<file path="src/logic/xif_cfg_pkg.sv">
// Sizing constants of the offload buffer
// Width types for ids, slots, occupancy and scalar operands
package xif_cfg_pkg;

	// Instruction id width on the extension interface
	localparam int unsigned ID_W = 4;

	// One id map entry per possible id
	localparam int unsigned ID_NUM = 2 ** ID_W;

	// Buffer slots, power of two only
	localparam int unsigned DEPTH = 4;

	// Slot index width
	localparam int unsigned SLOT_W = $clog2(DEPTH);

	// Scalar register width of the core
	localparam int unsigned XLEN = 32;

	// Instruction id as issued by the core
	typedef logic [ID_W-1:0] id_t;

	// Slot index, wraps modulo DEPTH
	typedef logic [SLOT_W-1:0] slot_t;

	// Occupancy count
	// Extra bit so a full buffer is representable
	typedef logic [SLOT_W:0] usage_t;

	// Scalar operand
	typedef logic [XLEN-1:0] xlen_t;

endpackage : xif_cfg_pkg

</file>
<file path="src/logic/xif_instr_pkg.sv">
// Instruction word field types and decode constants
// Rounding mode encoding and dispatch FSM states
package xif_instr_pkg;

	// Raw 32-bit instruction word
	typedef logic [31:0] instr_t;

	// Register file address
	typedef logic [4:0] reg_addr_t;

	// Operand valid flags
	// Bit 0 for rs1, bit 1 for rs2
	typedef logic [1:0] rs_valid_t;

	// Floating-point rounding mode
	typedef enum logic [2:0] {
		RNE = 3'b000,
		RTZ = 3'b001,
		RDN = 3'b010,
		RUP = 3'b011,
		RMM = 3'b100,
		DYN = 3'b111
	} frm_e;

	// Major opcode of all vector arithmetic
	localparam logic [6:0] OPC_OP_V = 7'b1010111;

	// funct3 of the integer and float vector-vector groups
	localparam logic [2:0] F3_OPMVV = 3'b010;
	localparam logic [2:0] F3_OPFVV = 3'b001;

	// funct6 of the moves from vector to scalar register
	// Covers vmv.x.s, vcpop, vfirst and vfmv.f.s
	localparam logic [5:0] F6_WXUNARY = 6'b010000;

	// Dispatch output register state
	typedef enum logic {
		DISP_EMPTY,
		DISP_FULL
	} disp_state_e;

endpackage : xif_instr_pkg

</file>
<file path="src/logic/xif_dispatch_stage.sv">
// Dispatch stage of the offload buffer
// One-entry output register toward the vector backend
`timescale 1ns/1ps

module xif_dispatch_stage
	import xif_cfg_pkg::*;
	import xif_instr_pkg::*;
(
	input  logic   clk_i,
	input  logic   rst_ni,
	// Head entry of the ring buffer
	input  logic   buf_valid_i,
	output logic   buf_ready_o,
	input  instr_t buf_instr_i,
	input  xlen_t  buf_rs1_i,
	input  xlen_t  buf_rs2_i,
	input  frm_e   buf_frm_i,
	// Vector backend
	output logic   vec_valid_o,
	input  logic   vec_ready_i,
	output instr_t vec_instr_o,
	output xlen_t  vec_rs1_o,
	output xlen_t  vec_rs2_o,
	output frm_e   vec_frm_o
);

	disp_state_e state_q, state_d;

	// Held instruction
	instr_t      instr_q;
	xlen_t       rs1_q;
	xlen_t       rs2_q;
	frm_e        frm_q;

	logic        pop;

	// Room when empty or when the backend takes the held one
	assign buf_ready_o = (state_q == DISP_EMPTY) || vec_ready_i;
	assign pop         = buf_valid_i && buf_ready_o;

	always_comb begin
		state_d = state_q;
		case (state_q)
			DISP_EMPTY: begin
				if (pop) begin
					state_d = DISP_FULL;
				end
			end
			DISP_FULL: begin
				// A pop in the same cycle refills the register
				if (vec_ready_i && !pop) begin
					state_d = DISP_EMPTY;
				end
			end
			default: state_d = DISP_EMPTY;
		endcase
	end

	always_ff @(posedge clk_i or negedge rst_ni) begin
		if (!rst_ni) begin
			state_q <= DISP_EMPTY;
		end else begin
			state_q <= state_d;
		end
	end

	// Payload loads on every pop
	always_ff @(posedge clk_i) begin
		if (pop) begin
			instr_q <= buf_instr_i;
			rs1_q   <= buf_rs1_i;
			rs2_q   <= buf_rs2_i;
			frm_q   <= buf_frm_i;
		end
	end

	assign vec_valid_o = (state_q == DISP_FULL);
	assign vec_instr_o = instr_q;
	assign vec_rs1_o   = rs1_q;
	assign vec_rs2_o   = rs2_q;
	assign vec_frm_o   = frm_q;

endmodule : xif_dispatch_stage

</file>
<file path="src/logic/xif_issue_stage.sv">
// Issue stage of the offload buffer
// Registers offloaded instructions and decodes the writeback flag
`timescale 1ns/1ps

module xif_issue_stage
	import xif_cfg_pkg::*;
	import xif_instr_pkg::*;
(
	input  logic   clk_i,
	input  logic   rst_ni,
	// Offload strobe from the core
	input  logic   issue_valid_i,
	input  id_t    issue_id_i,
	input  instr_t issue_instr_i,
	// Push toward the ring buffer
	output logic   push_o,
	output id_t    push_id_o,
	output instr_t push_instr_o,
	output logic   push_is_wb_o
);

	// Decoded fields
	logic [6:0] opcode;
	logic [2:0] funct3;
	logic [5:0] funct6;
	logic       is_wb;

	// Pipeline registers
	logic       push_q;
	id_t        push_id_q;
	instr_t     push_instr_q;
	logic       push_is_wb_q;

	// Field extraction
	assign opcode = issue_instr_i[6:0];
	assign funct3 = issue_instr_i[14:12];
	assign funct6 = issue_instr_i[31:26];

	// Only the scalar-move group writes back to the core
	assign is_wb = (opcode == OPC_OP_V) &&
		((funct3 == F3_OPMVV) || (funct3 == F3_OPFVV)) &&
		(funct6 == F6_WXUNARY);

	// Push strobe lasts exactly one cycle
	always_ff @(posedge clk_i or negedge rst_ni) begin
		if (!rst_ni) begin
			push_q <= 1'b0;
		end else begin
			push_q <= issue_valid_i;
		end
	end

	// Payload only captured on a strobe
	always_ff @(posedge clk_i) begin
		if (issue_valid_i) begin
			push_id_q    <= issue_id_i;
			push_instr_q <= issue_instr_i;
			push_is_wb_q <= is_wb;
		end
	end

	assign push_o       = push_q;
	assign push_id_o    = push_id_q;
	assign push_instr_o = push_instr_q;
	assign push_is_wb_o = push_is_wb_q;

endmodule : xif_issue_stage

</file>
<file path="src/logic/xif_offload_top.sv">
// Offload buffer top level
// Issue stage, ring buffer and dispatch stage in a chain
`timescale 1ns/1ps

module xif_offload_top
	import xif_cfg_pkg::*;
	import xif_instr_pkg::*;
(
	input  logic      clk_i,
	input  logic      rst_ni,
	// Issue
	input  logic      issue_valid_i,
	input  id_t       issue_id_i,
	input  instr_t    issue_instr_i,
	output logic      issue_full_o,
	// Register operands
	input  logic      reg_valid_i,
	input  id_t       reg_id_i,
	input  xlen_t     rs1_i,
	input  xlen_t     rs2_i,
	input  rs_valid_t rs_valid_i,
	input  frm_e      frm_i,
	// Commit and flush
	input  logic      commit_valid_i,
	input  id_t       commit_id_i,
	input  logic      flush_i,
	input  id_t       flush_id_i,
	// Destination lookup
	input  logic      rd_req_i,
	input  id_t       rd_id_i,
	output reg_addr_t rd_o,
	output logic      we_o,
	// Vector backend
	output logic      vec_valid_o,
	input  logic      vec_ready_i,
	output instr_t    vec_instr_o,
	output xlen_t     vec_rs1_o,
	output xlen_t     vec_rs2_o,
	output frm_e      vec_frm_o
);

	// Issue stage to buffer
	logic   push;
	id_t    push_id;
	instr_t push_instr;
	logic   push_is_wb;

	// Buffer to dispatch
	logic   buf_valid;
	logic   buf_ready;
	instr_t buf_instr;
	xlen_t  buf_rs1;
	xlen_t  buf_rs2;
	frm_e   buf_frm;

	xif_issue_stage i_issue (
		.clk_i         (clk_i),
		.rst_ni        (rst_ni),
		.issue_valid_i (issue_valid_i),
		.issue_id_i    (issue_id_i),
		.issue_instr_i (issue_instr_i),
		.push_o        (push),
		.push_id_o     (push_id),
		.push_instr_o  (push_instr),
		.push_is_wb_o  (push_is_wb)
	);

	// Buffer full level goes straight back to the core
	xif_ring_buffer i_buffer (
		.clk_i          (clk_i),
		.rst_ni         (rst_ni),
		.push_i         (push),
		.push_id_i      (push_id),
		.push_instr_i   (push_instr),
		.push_is_wb_i   (push_is_wb),
		.reg_valid_i    (reg_valid_i),
		.reg_id_i       (reg_id_i),
		.rs1_i          (rs1_i),
		.rs2_i          (rs2_i),
		.rs_valid_i     (rs_valid_i),
		.frm_i          (frm_i),
		.commit_valid_i (commit_valid_i),
		.commit_id_i    (commit_id_i),
		.flush_i        (flush_i),
		.flush_id_i     (flush_id_i),
		.rd_req_i       (rd_req_i),
		.rd_id_i        (rd_id_i),
		.rd_o           (rd_o),
		.we_o           (we_o),
		.full_o         (issue_full_o),
		.valid_o        (buf_valid),
		.ready_i        (buf_ready),
		.instr_o        (buf_instr),
		.rs1_o          (buf_rs1),
		.rs2_o          (buf_rs2),
		.frm_o          (buf_frm)
	);

	xif_dispatch_stage i_dispatch (
		.clk_i       (clk_i),
		.rst_ni      (rst_ni),
		.buf_valid_i (buf_valid),
		.buf_ready_o (buf_ready),
		.buf_instr_i (buf_instr),
		.buf_rs1_i   (buf_rs1),
		.buf_rs2_i   (buf_rs2),
		.buf_frm_i   (buf_frm),
		.vec_valid_o (vec_valid_o),
		.vec_ready_i (vec_ready_i),
		.vec_instr_o (vec_instr_o),
		.vec_rs1_o   (vec_rs1_o),
		.vec_rs2_o   (vec_rs2_o),
		.vec_frm_o   (vec_frm_o)
	);

endmodule : xif_offload_top

</file>
<file path="src/logic/xif_ring_buffer.sv">
// Ring buffer of offloaded vector instructions
// Slot storage with id map, operand fill, commit, flush and rd lookup
`timescale 1ns/1ps

module xif_ring_buffer
	import xif_cfg_pkg::*;
	import xif_instr_pkg::*;
(
	input  logic      clk_i,
	input  logic      rst_ni,
	// Push from the issue stage
	input  logic      push_i,
	input  id_t       push_id_i,
	input  instr_t    push_instr_i,
	input  logic      push_is_wb_i,
	// Scalar operands by id
	input  logic      reg_valid_i,
	input  id_t       reg_id_i,
	input  xlen_t     rs1_i,
	input  xlen_t     rs2_i,
	input  rs_valid_t rs_valid_i,
	input  frm_e      frm_i,
	// Commit and flush by id
	input  logic      commit_valid_i,
	input  id_t       commit_id_i,
	input  logic      flush_i,
	input  id_t       flush_id_i,
	// Destination lookup
	input  logic      rd_req_i,
	input  id_t       rd_id_i,
	output reg_addr_t rd_o,
	output logic      we_o,
	// Occupancy
	output logic      full_o,
	// Head entry toward dispatch
	output logic      valid_o,
	input  logic      ready_i,
	output instr_t    instr_o,
	output xlen_t     rs1_o,
	output xlen_t     rs2_o,
	output frm_e      frm_o
);

	// Slot storage
	instr_t    instr_q    [DEPTH];
	instr_t    instr_d    [DEPTH];
	xlen_t     rs1_q      [DEPTH];
	xlen_t     rs1_d      [DEPTH];
	xlen_t     rs2_q      [DEPTH];
	xlen_t     rs2_d      [DEPTH];
	frm_e      frm_q      [DEPTH];
	frm_e      frm_d      [DEPTH];
	rs_valid_t rs_valid_q [DEPTH];
	rs_valid_t rs_valid_d [DEPTH];
	logic      is_wb_q    [DEPTH];
	logic      is_wb_d    [DEPTH];
	// Id to slot map
	slot_t     id_map_q   [ID_NUM];
	slot_t     id_map_d   [ID_NUM];

	// Pointers and occupancy
	slot_t     head_q, head_d;
	slot_t     tail_q, tail_d;
	slot_t     commit_q, commit_d;
	usage_t    usage_q, usage_d;
	// Commit pointer has reached the tail
	// Tells a full committed buffer apart from an uncommitted head
	logic      all_cmt_q, all_cmt_d;

	logic      empty;
	logic      push_ok;
	logic      pop;
	logic      store_en;

	assign full_o  = (usage_q == usage_t'(DEPTH));
	assign empty   = (usage_q == '0);
	assign push_ok = push_i && !full_o;
	assign pop     = valid_o && ready_i;
	// Storage only clocked when something is written
	assign store_en = push_ok || reg_valid_i;

	// Head needs operands and must sit before the commit pointer
	assign valid_o = !empty && (rs_valid_q[head_q] != '0) &&
		(all_cmt_q || (head_q != commit_q));

	// Head entry
	assign instr_o = instr_q[head_q];
	assign rs1_o   = rs1_q[head_q];
	assign rs2_o   = rs2_q[head_q];
	assign frm_o   = frm_q[head_q];

	// Zero-cycle rd lookup
	assign rd_o = rd_req_i ? instr_q[id_map_q[rd_id_i]][11:7] : '0;
	assign we_o = rd_req_i && is_wb_q[id_map_q[rd_id_i]];

	always_comb begin
		instr_d    = instr_q;
		rs1_d      = rs1_q;
		rs2_d      = rs2_q;
		frm_d      = frm_q;
		rs_valid_d = rs_valid_q;
		is_wb_d    = is_wb_q;
		id_map_d   = id_map_q;
		head_d     = head_q;
		tail_d     = tail_q;
		commit_d   = commit_q;
		usage_d    = usage_q;
		all_cmt_d  = all_cmt_q;

		// New entry at the tail
		if (push_ok) begin
			instr_d[tail_q]     = push_instr_i;
			is_wb_d[tail_q]     = push_is_wb_i;
			// Operands of a previous occupant are stale
			rs_valid_d[tail_q]  = '0;
			id_map_d[push_id_i] = tail_q;
			tail_d              = tail_q + 1'b1;
			usage_d             = usage_q + 1'b1;
		end

		// Operands through the updated map
		// A push of the same id in this cycle is found as well
		if (reg_valid_i) begin
			rs1_d[id_map_d[reg_id_i]]      = rs1_i;
			rs2_d[id_map_d[reg_id_i]]      = rs2_i;
			rs_valid_d[id_map_d[reg_id_i]] = rs_valid_i;
			frm_d[id_map_d[reg_id_i]]      = frm_i;
		end

		// Commit pointer goes one past the committed id
		if (commit_valid_i) begin
			commit_d  = id_map_d[commit_id_i] + 1'b1;
			all_cmt_d = (commit_d == tail_d);
		end else if (push_ok) begin
			// Fresh entry is not committed yet
			all_cmt_d = 1'b0;
		end

		// Hand the head to dispatch
		if (pop) begin
			head_d  = head_q + 1'b1;
			usage_d = usage_d - 1'b1;
		end

		// Drop the flushed id and everything younger
		if (flush_i && !empty) begin
			tail_d    = id_map_q[flush_id_i];
			usage_d   = {1'b0, slot_t'(tail_d - head_d)};
			all_cmt_d = (commit_d == tail_d);
		end
	end

	// Pointers and occupancy
	always_ff @(posedge clk_i or negedge rst_ni) begin
		if (!rst_ni) begin
			head_q    <= '0;
			tail_q    <= '0;
			commit_q  <= '0;
			usage_q   <= '0;
			all_cmt_q <= 1'b0;
		end else begin
			head_q    <= head_d;
			tail_q    <= tail_d;
			commit_q  <= commit_d;
			usage_q   <= usage_d;
			all_cmt_q <= all_cmt_d;
		end
	end

	// Per-slot flags and the id map
	always_ff @(posedge clk_i or negedge rst_ni) begin
		if (!rst_ni) begin
			rs_valid_q <= '{default: '0};
			is_wb_q    <= '{default: 1'b0};
			id_map_q   <= '{default: '0};
		end else if (store_en) begin
			rs_valid_q <= rs_valid_d;
			is_wb_q    <= is_wb_d;
			id_map_q   <= id_map_d;
		end
	end

	// Instruction and operand payload
	always_ff @(posedge clk_i) begin
		if (store_en) begin
			instr_q <= instr_d;
			rs1_q   <= rs1_d;
			rs2_q   <= rs2_d;
			frm_q   <= frm_d;
		end
	end

endmodule : xif_ring_buffer

</file>
<file path="config.mk">
export PLATFORM = sky130hd
export DESIGN_NAME = xif_offload_top
export DESIGN_NICKNAME = d
export VERILOG_FILES = /design/src/logic/xif_cfg_pkg.sv /design/src/logic/xif_instr_pkg.sv /design/src/logic/xif_dispatch_stage.sv /design/src/logic/xif_issue_stage.sv /design/src/logic/xif_offload_top.sv /design/src/logic/xif_ring_buffer.sv
export SDC_FILE = /design/constraint.sdc
export NUM_CORES = 1
export LEC_CHECK = 0
export CAP_MARGIN = 20
export CORE_MARGIN = 2
export CORE_UTILIZATION = 45
export DETAILED_ROUTE_END_ITERATION = 10
export DONT_BUFFER_PORTS = 1
export PLACE_DENSITY = 0.7
export SLEW_MARGIN = 40
export SYNTH_ARGS = -nofsm -noshare
export SYNTH_HDL_FRONTEND = slang
export SYNTH_SLANG_ARGS = --single-unit
</file>
<file path="constraint.sdc">
create_clock -name clk_i -period 25.8 [get_ports clk_i]
set_clock_uncertainty 0.05 [all_clocks]
set_input_delay 0 -clock clk_i [delete_from_list [all_inputs] [get_ports clk_i]]
set_output_delay 0 -clock clk_i [all_outputs]
set_load 0.02 [all_outputs]
</file>
-- Word level (Yosys, flattened, before mapping)
Cells that the tools add are included.
- $add $sub $neg: 6
- multiply operators: 0
- divide/modulo/power cells: 0
- magnitude comparators: 12
- equality and inequality tests: 8
- shift-type cells: 0
- multiplexer cells: 71
- bitwise operators: 12
- reduce and logical (&&, ||, !) cells: 24
- operators with widths (cell ; number):
    128-bit bitwise mux ; 3
    32-bit 2-to-1 mux ; 9
    32-bit binary-select mux with 2-bit select ; 4
    32-bit demux with 2-bit select ; 2
    2-bit 2-to-1 mux ; 17
    2-bit binary-select mux with 4-bit select ; 4
    32-bit bitwise mux ; 1
    5-bit greater-or-equal comparator, second input constant ; 5
    4-bit inverter with 5-bit output ; 5
    12-bit 2-to-1 mux ; 2
    3-bit 2-to-1 mux ; 6
    8-bit 2-to-1 mux ; 2
    12-bit bitwise mux ; 1
    3-bit greater-or-equal comparator, second input constant ; 4
    1-bit logical AND ; 12
    2-bit inverter with 3-bit output ; 4
    8-bit AND ; 1
    8-bit bitwise mux ; 1
    2-bit demux with 2-bit select ; 2
    2-bit demux with 4-bit select ; 1
    1-bit 2-to-1 mux ; 8
    8-bit inverter ; 1
    7-bit equality test, second input constant ; 1
    2-bit by 1-bit adder with 2-bit output, second input constant ; 3
    other kinds (26) ; 34
- flip-flop bits (word level): 588
- bits in latches: 0
- memory bits (writable): 0
- ROM bits: 0
- output and inout port bits: 107
- memories kept: 0

-- Depth between registers and ports, before layout
- word-level depth: 17
- gate-level depth with buffers: 13
- gate-level depth less buffers: 11

-- Modules after synthesis
From an unflattened synthesis, not the netlist that was laid out.
- cells, all modules: 1019
- area, all modules: 22434.0 µm²
- modules (own cells, without submodules) (module ; times used ; cells each ; area an instance (µm²)):
    xif_ring_buffer ; 1 ; 871 ; 18208.7
    xif_dispatch_stage ; 1 ; 103 ; 3026.7
    xif_issue_stage ; 1 ; 45 ; 1198.6

-- Least setup slack after synthesis
No wires, ideal clock.
- path kind: flip-flop to flip-flop
- start: register i_buffer.head_q[0]
- end: register i_buffer.usage_q[1]
- library setup time: 133 ps
- data arrival time: 9861 ps
- required time: 25617 ps
- setup slack: 15756 ps
- stages on the path, launching flop included: 11
- buffers on the path: 1
- clock period less this slack: 10044 ps
- cells stage by stage: dfrtp_1 clkbuf_1 nor3_1 a211oi_1 a21oi_1 nor3b_1 xor2_1 ha_1 xor2_1 xnor2_1 o21ai_0
- word-level cells in the longest chain between the ends: 11
- elaborated cells between the ends (all ways): 15
- classes of those cells: add/sub (2); eq/ne (1); mux (6); bitwise (1); reduce/logical (5)
- ends and longest elaborated chain (item ; RTL line ; source):
    from (decl) ; xif_ring_buffer.sv:62 ; slot_t head_q, head_d;
    from (signal assigned) ; xif_ring_buffer.sv:156 ; head_q <= '0;
    from (signal assigned) ; xif_ring_buffer.sv:162 ; head_q <= head_d;
    2-bit inverter with 3-bit output (not written as such) ; xif_ring_buffer.sv:83 ; assign valid_o = !empty && (rs_valid_q[head_q] != '0) &&
    2-bit binary-select mux with 2-bit select ; xif_ring_buffer.sv:83 ;
    2-bit 2-to-1 mux (not written as such) (2 in a row) ; xif_ring_buffer.sv:83 ;
    2-bit nonzero test ; xif_ring_buffer.sv:83 ;
    1-bit logical AND ; xif_ring_buffer.sv:83 ;
    1-bit logical AND * ; xif_ring_buffer.sv:83 ;
    1-bit logical AND * ; xif_ring_buffer.sv:78 ; assign pop = valid_o && ready_i;
    net i_buffer.pop ; xif_ring_buffer.sv:72 ; logic pop;
    2-bit 2-to-1 mux * ; xif_ring_buffer.sv:140 ; if (pop) begin
    net i_buffer.head_d[0] ; xif_ring_buffer.sv:62 ;
    2-bit subtractor * ; xif_ring_buffer.sv:148 ; usage_d = {1'b0, slot_t'(tail_d - head_d)};
    3-bit 2-to-1 mux * ; xif_ring_buffer.sv:146 ; if (flush_i && !empty) begin
    net i_buffer.usage_d[1] ; xif_ring_buffer.sv:65 ; usage_t usage_q, usage_d;
    to (signal assigned) ; xif_ring_buffer.sv:165 ; usage_q <= usage_d;
    to (decl) ; xif_ring_buffer.sv:65 ;
Mark *: on every way through the listed nets, which the timed path passes. The rest lies on a longest branch. The select of a mux whose other input is x is not followed.
A chain may end at the register's enable or synchronous reset.

-- Final worst setup path
- start: register i_buffer.usage_q[0]
- end: register i_buffer.rs2_q[50] in the netlist's numbering, enable pin
- word-level cells in the longest chain between the ends: 5
- ends and longest elaborated chain (item ; RTL line ; source):
    3-bit equality test ; xif_ring_buffer.sv:75 ; assign full_o = (usage_q == usage_t'(DEPTH));
    1-bit zero test ; xif_ring_buffer.sv:77 ; assign push_ok = push_i && !full_o;
    1-bit logical AND ; xif_ring_buffer.sv:77 ;
    1-bit logical OR ; xif_ring_buffer.sv:80 ; assign store_en = push_ok || reg_valid_i;
    2-bit AND reduction (no line) ; n/a ;
    to (signal assigned) ; xif_ring_buffer.sv:188 ; rs2_q <= rs2_d;
    to (decl) ; xif_ring_buffer.sv:49 ; xlen_t rs2_q [DEPTH];
No other way between the ends.

==> run_results.csv <==
group,metric,value,unit
pwr,switchingPower,1.00,mW
floorplanning,dieWidth,228,µm
floorplanning,die_y,228,µm
worst_hold_path,whs_path_depth,1,
place,place_congestion,0.863,
finish,final_cell_count_no_fill,1942,
floorplanning,rows,82,
floorplanning,core,49900,µm²
timing,timing.fmax,204,MHz
clock_network,cts_buffer_depth,3,
pwr,p_int,2.21,mW
place,dp.final_hpwl,29.2,mm
drt,wire_per_inst,24.4,µm
pwr,power_frac_clock,25.9,%
outcome,outcome,"finished clean",
setup_path,cp.required,25.98,ns
synth,ys_async_sr_fraction,9.52,%
clock_network,cts_buffers,58,
synth,synth_edf_count,532,
synth,synth_ff_type,"edfxtp_1",
synth,synth_area_per_cell,21.7,µm²
floorplanning,boundaryPins,236,
timing,fin_crit_sh,19.0,%
synth,yosysWarnings,0,
floorplanning,start_util,45.3,%
finish,fin_area,26900,µm²
place,place_ws,21.32,ns
drt,drtAntennaViolNets,0,
synth,synth_common_cells,"532 x edfxtp_1, 138 x mux4_2, 56 x dfrtp_1",
pwr,powerDensity,119,nW/µm²
timing,worst_slack,20.89,ns
finish,fin_nets,1366,
worst_hold_path,hp-class,"in2reg",
drt,wl,47.4,mm
setup_path,crit_fanout,67,
global_route,antenna_found_initial,2,
clock_network,cts.sinks,588,
setup_path,worst_setup_path_end_kind,"flop",
timing,post-route-min-period,4.91,ns
timing,max_slew_margin,48.9,%
synth,synth_seq_area_share,76.9,%
timing,final_max_slew_viol_count,0,
timing,hold_violations,0,
drt,drtPass1Iterations,5,
synth,synth_top_area_cell,"edfxtp_1",
synth,syn-cell-area,22600,µm²
finish,syn_to_final_growth,19.2,%
global_route,grt_pass1_wl,71.3,mm
clock_network,htreeDepth,2,
clock_network,cts_tree,"yes",
place,dp.cells,1679,
timing,rsz0062_at_grt,"false",
synth,synth_nets,1180,
clock_network,cts_resized,0,
synth,synthCells,1043,
timing,tightest_slew,0.767,ns
timing,finalSetupTns,0,ns
setup_path,criticalPathCategory,"reg2reg",
drt,vias,10731,
finish,drive_above_1_share,22.1,%
global_route,grt_max_degree,68,
pwr,power_frac_seq,51.6,%
clock_network,clkTransAtPathRegs,0.06,ns
global_route,grt_use_total,18.3,%
drt,drc,0,
synth,synth_top_area_share,70.7,%
pwr,irDropWorstVdd,61.8,µV
clock_network,clk_latency,0.61,ns
pwr,switching_share,31.1,%
global_route,grt_overflow_total,0,
setup_path,critPathArrivalTime,5.09,ns
clock_network,cts_root_buf,"clkbuf_16",
synth,synth_area_leaders,"edfxtp_1 71%, mux4_2 14%, dfrtp_1 6.2%",
synth,synth_most_common_cell,"edfxtp_1",
timing,finalSetupViolCount,0,
setup_path,ff2ff_path_depth,13,
drt,drt_iter0_markers,740,
setup_path,critical_path.startpoint_type,"flop",
pwr,combPwrFrac,22.5,%
synth,synth-seq-cells,588,
place,io_buffers,0,
pwr,power.leakage,9.10,nW
global_route,grt_pass1_vias,11266,
finish,antennaDiodeCount,0,
floorplanning,die_area,52000,µm²
place,placed_cell_area,23400,µm²
drt,via_per_inst,5.53,
synth,ys_types,71,
run,drv_cap,0,
-- final timing paths --
check	startpoint	to	slack, ns
min reg2reg	i_issue.push_instr_o[17]	i_buffer.instr_q[81]	0.45
max reg2reg	i_buffer.usage_q[0]	i_buffer.rs2_q[50]	20.89
min in group asynchronous	rst_ni	i_issue.push_o	0.53
max in group asynchronous	rst_ni	i_dispatch.vec_valid_o	24.91
max	i_buffer.usage_q[0]	i_buffer.rs2_q[50]	20.89
min	issue_instr_i[1]	i_issue.push_instr_o[1]	0.05
-- power groups by stage --
stage,combinational [mW],sequential [mW],clock [mW]
2_1_floorplan,0.545,1.61,0
3_3_place_gp,0.675,1.67,0
3_5_place_dp,0.693,1.68,0
4_1_cts,0.740,1.67,0.854
5_1_grt,0.784,1.69,0.890
6_report,0.725,1.66,0.832
-- per-layer routing --
metal	wire length (µm)	GRT usage, %	up-vias
li1	-	-	4653
met1	19200	24.1	5596
met2	23200	29.8	390
met3	3420	4.51	88
met4	1500	7.05	4
met5	22	0	-
-- repair_timing --
action                                 in CTS  in global routing
endpoints found under the hold margin     436                  0
hold buffers                              162                  0
setup buffers                               0                  0
-- sequential cells by signal, indices dropped and copies added, names as in the netlist --
name	cells
i_issue.push_o	1
i_buffer.is_wb_q	4
i_buffer.frm_q	12
i_buffer.id_map_q	32
i_buffer.head_q	2
i_buffer.commit_q	2
i_buffer.all_cmt_q	1
i_dispatch.vec_frm_o	3
i_buffer.instr_q	128
i_buffer.rs_valid_q	8
i_dispatch.vec_rs2_o	32
i_buffer.usage_q	3
i_dispatch.vec_valid_o	1
i_issue.push_id_o	4
i_buffer.rs1_q	128
i_buffer.tail_q	2
i_buffer.rs2_q	128
i_dispatch.vec_instr_o	32
i_dispatch.vec_rs1_o	32
i_issue.push_instr_o	32
i_issue.push_is_wb_o	1
-- through the flow --
step / power, mW / util (%) / hold WS (ns)
after global placement: 2.35 / 46.8 / -0.343
after floorplan: 2.16 / - / -0.346
after global routing: 3.36 / 54.0 / 0.0210
after detailed placement: 2.38 / 46.9 / -0.344
after CTS: 3.26 / 54.0 / 0.00499
final: 3.22 / 54.0 / 0.0481
-- worst max-delay path, cell delays in order (launching register included) --
cell and delay, ns:
dfrtp_1 0.38, inv_1 0.06, ha_1 0.26, a21boi_4 0.59, nand3_1 0.27, mux2i_1 0.26
inv_1 0.09, mux4_2 0.50, mux2_2 0.31, mux2i_4 0.23, dlygate4sd3_1 0.68, nand3b_2 0.14
inv_2 0.08, buf_6 0.50
-- placed cells by master (no fill, tap or decap), drive strengths merged, types with 3 or more instances in the layout --
cell type,n
dlygate4sd3,159
clkinvlp,5
inv,34
or3b,3
nand3,5
clkinv,21
a21boi,3
dfrtp,56
nand2,41
nor2,14
o2111ai,3
mux2,17
xor2,10
mux2i,30
nor4b,5
a21oi,9
xnor2,9
buf,12
nor2b,3
nor3b,3
bufinv,7
edfxtp,532
nand4b,3
nor3,8
o311ai,3
and2,7
ha,8
o21ai,13
clkbuf,68
mux4,138
nand2b,6
-- kinds of logic after synthesis --
group / after synthesis / synth area share (%)
XOR/XNOR: 20 / 0.836
flip-flops: 588 / 76.9
AO/OA/AOI/OAI: 51 / 1.68
adder cells (fa/ha/maj): 8 / 0.443
AND/OR/NAND/NOR: 112 / 2.80
buffers and inverters: 79 / 1.41
multiplexers: 185 / 16.0
-- final cells by class --
cell class,instances,area [µm²]
Timing Repair Buffer,171,1770
Fill cell,3824,22900
Clock buffer,68,1510
Tap cell,672,841
Multi-Input combinational cell,376,4940
Sequential cell,588,17400
Clock inverter,33,367
Inverter,34,138
Power figures use the tool's default switching activity.
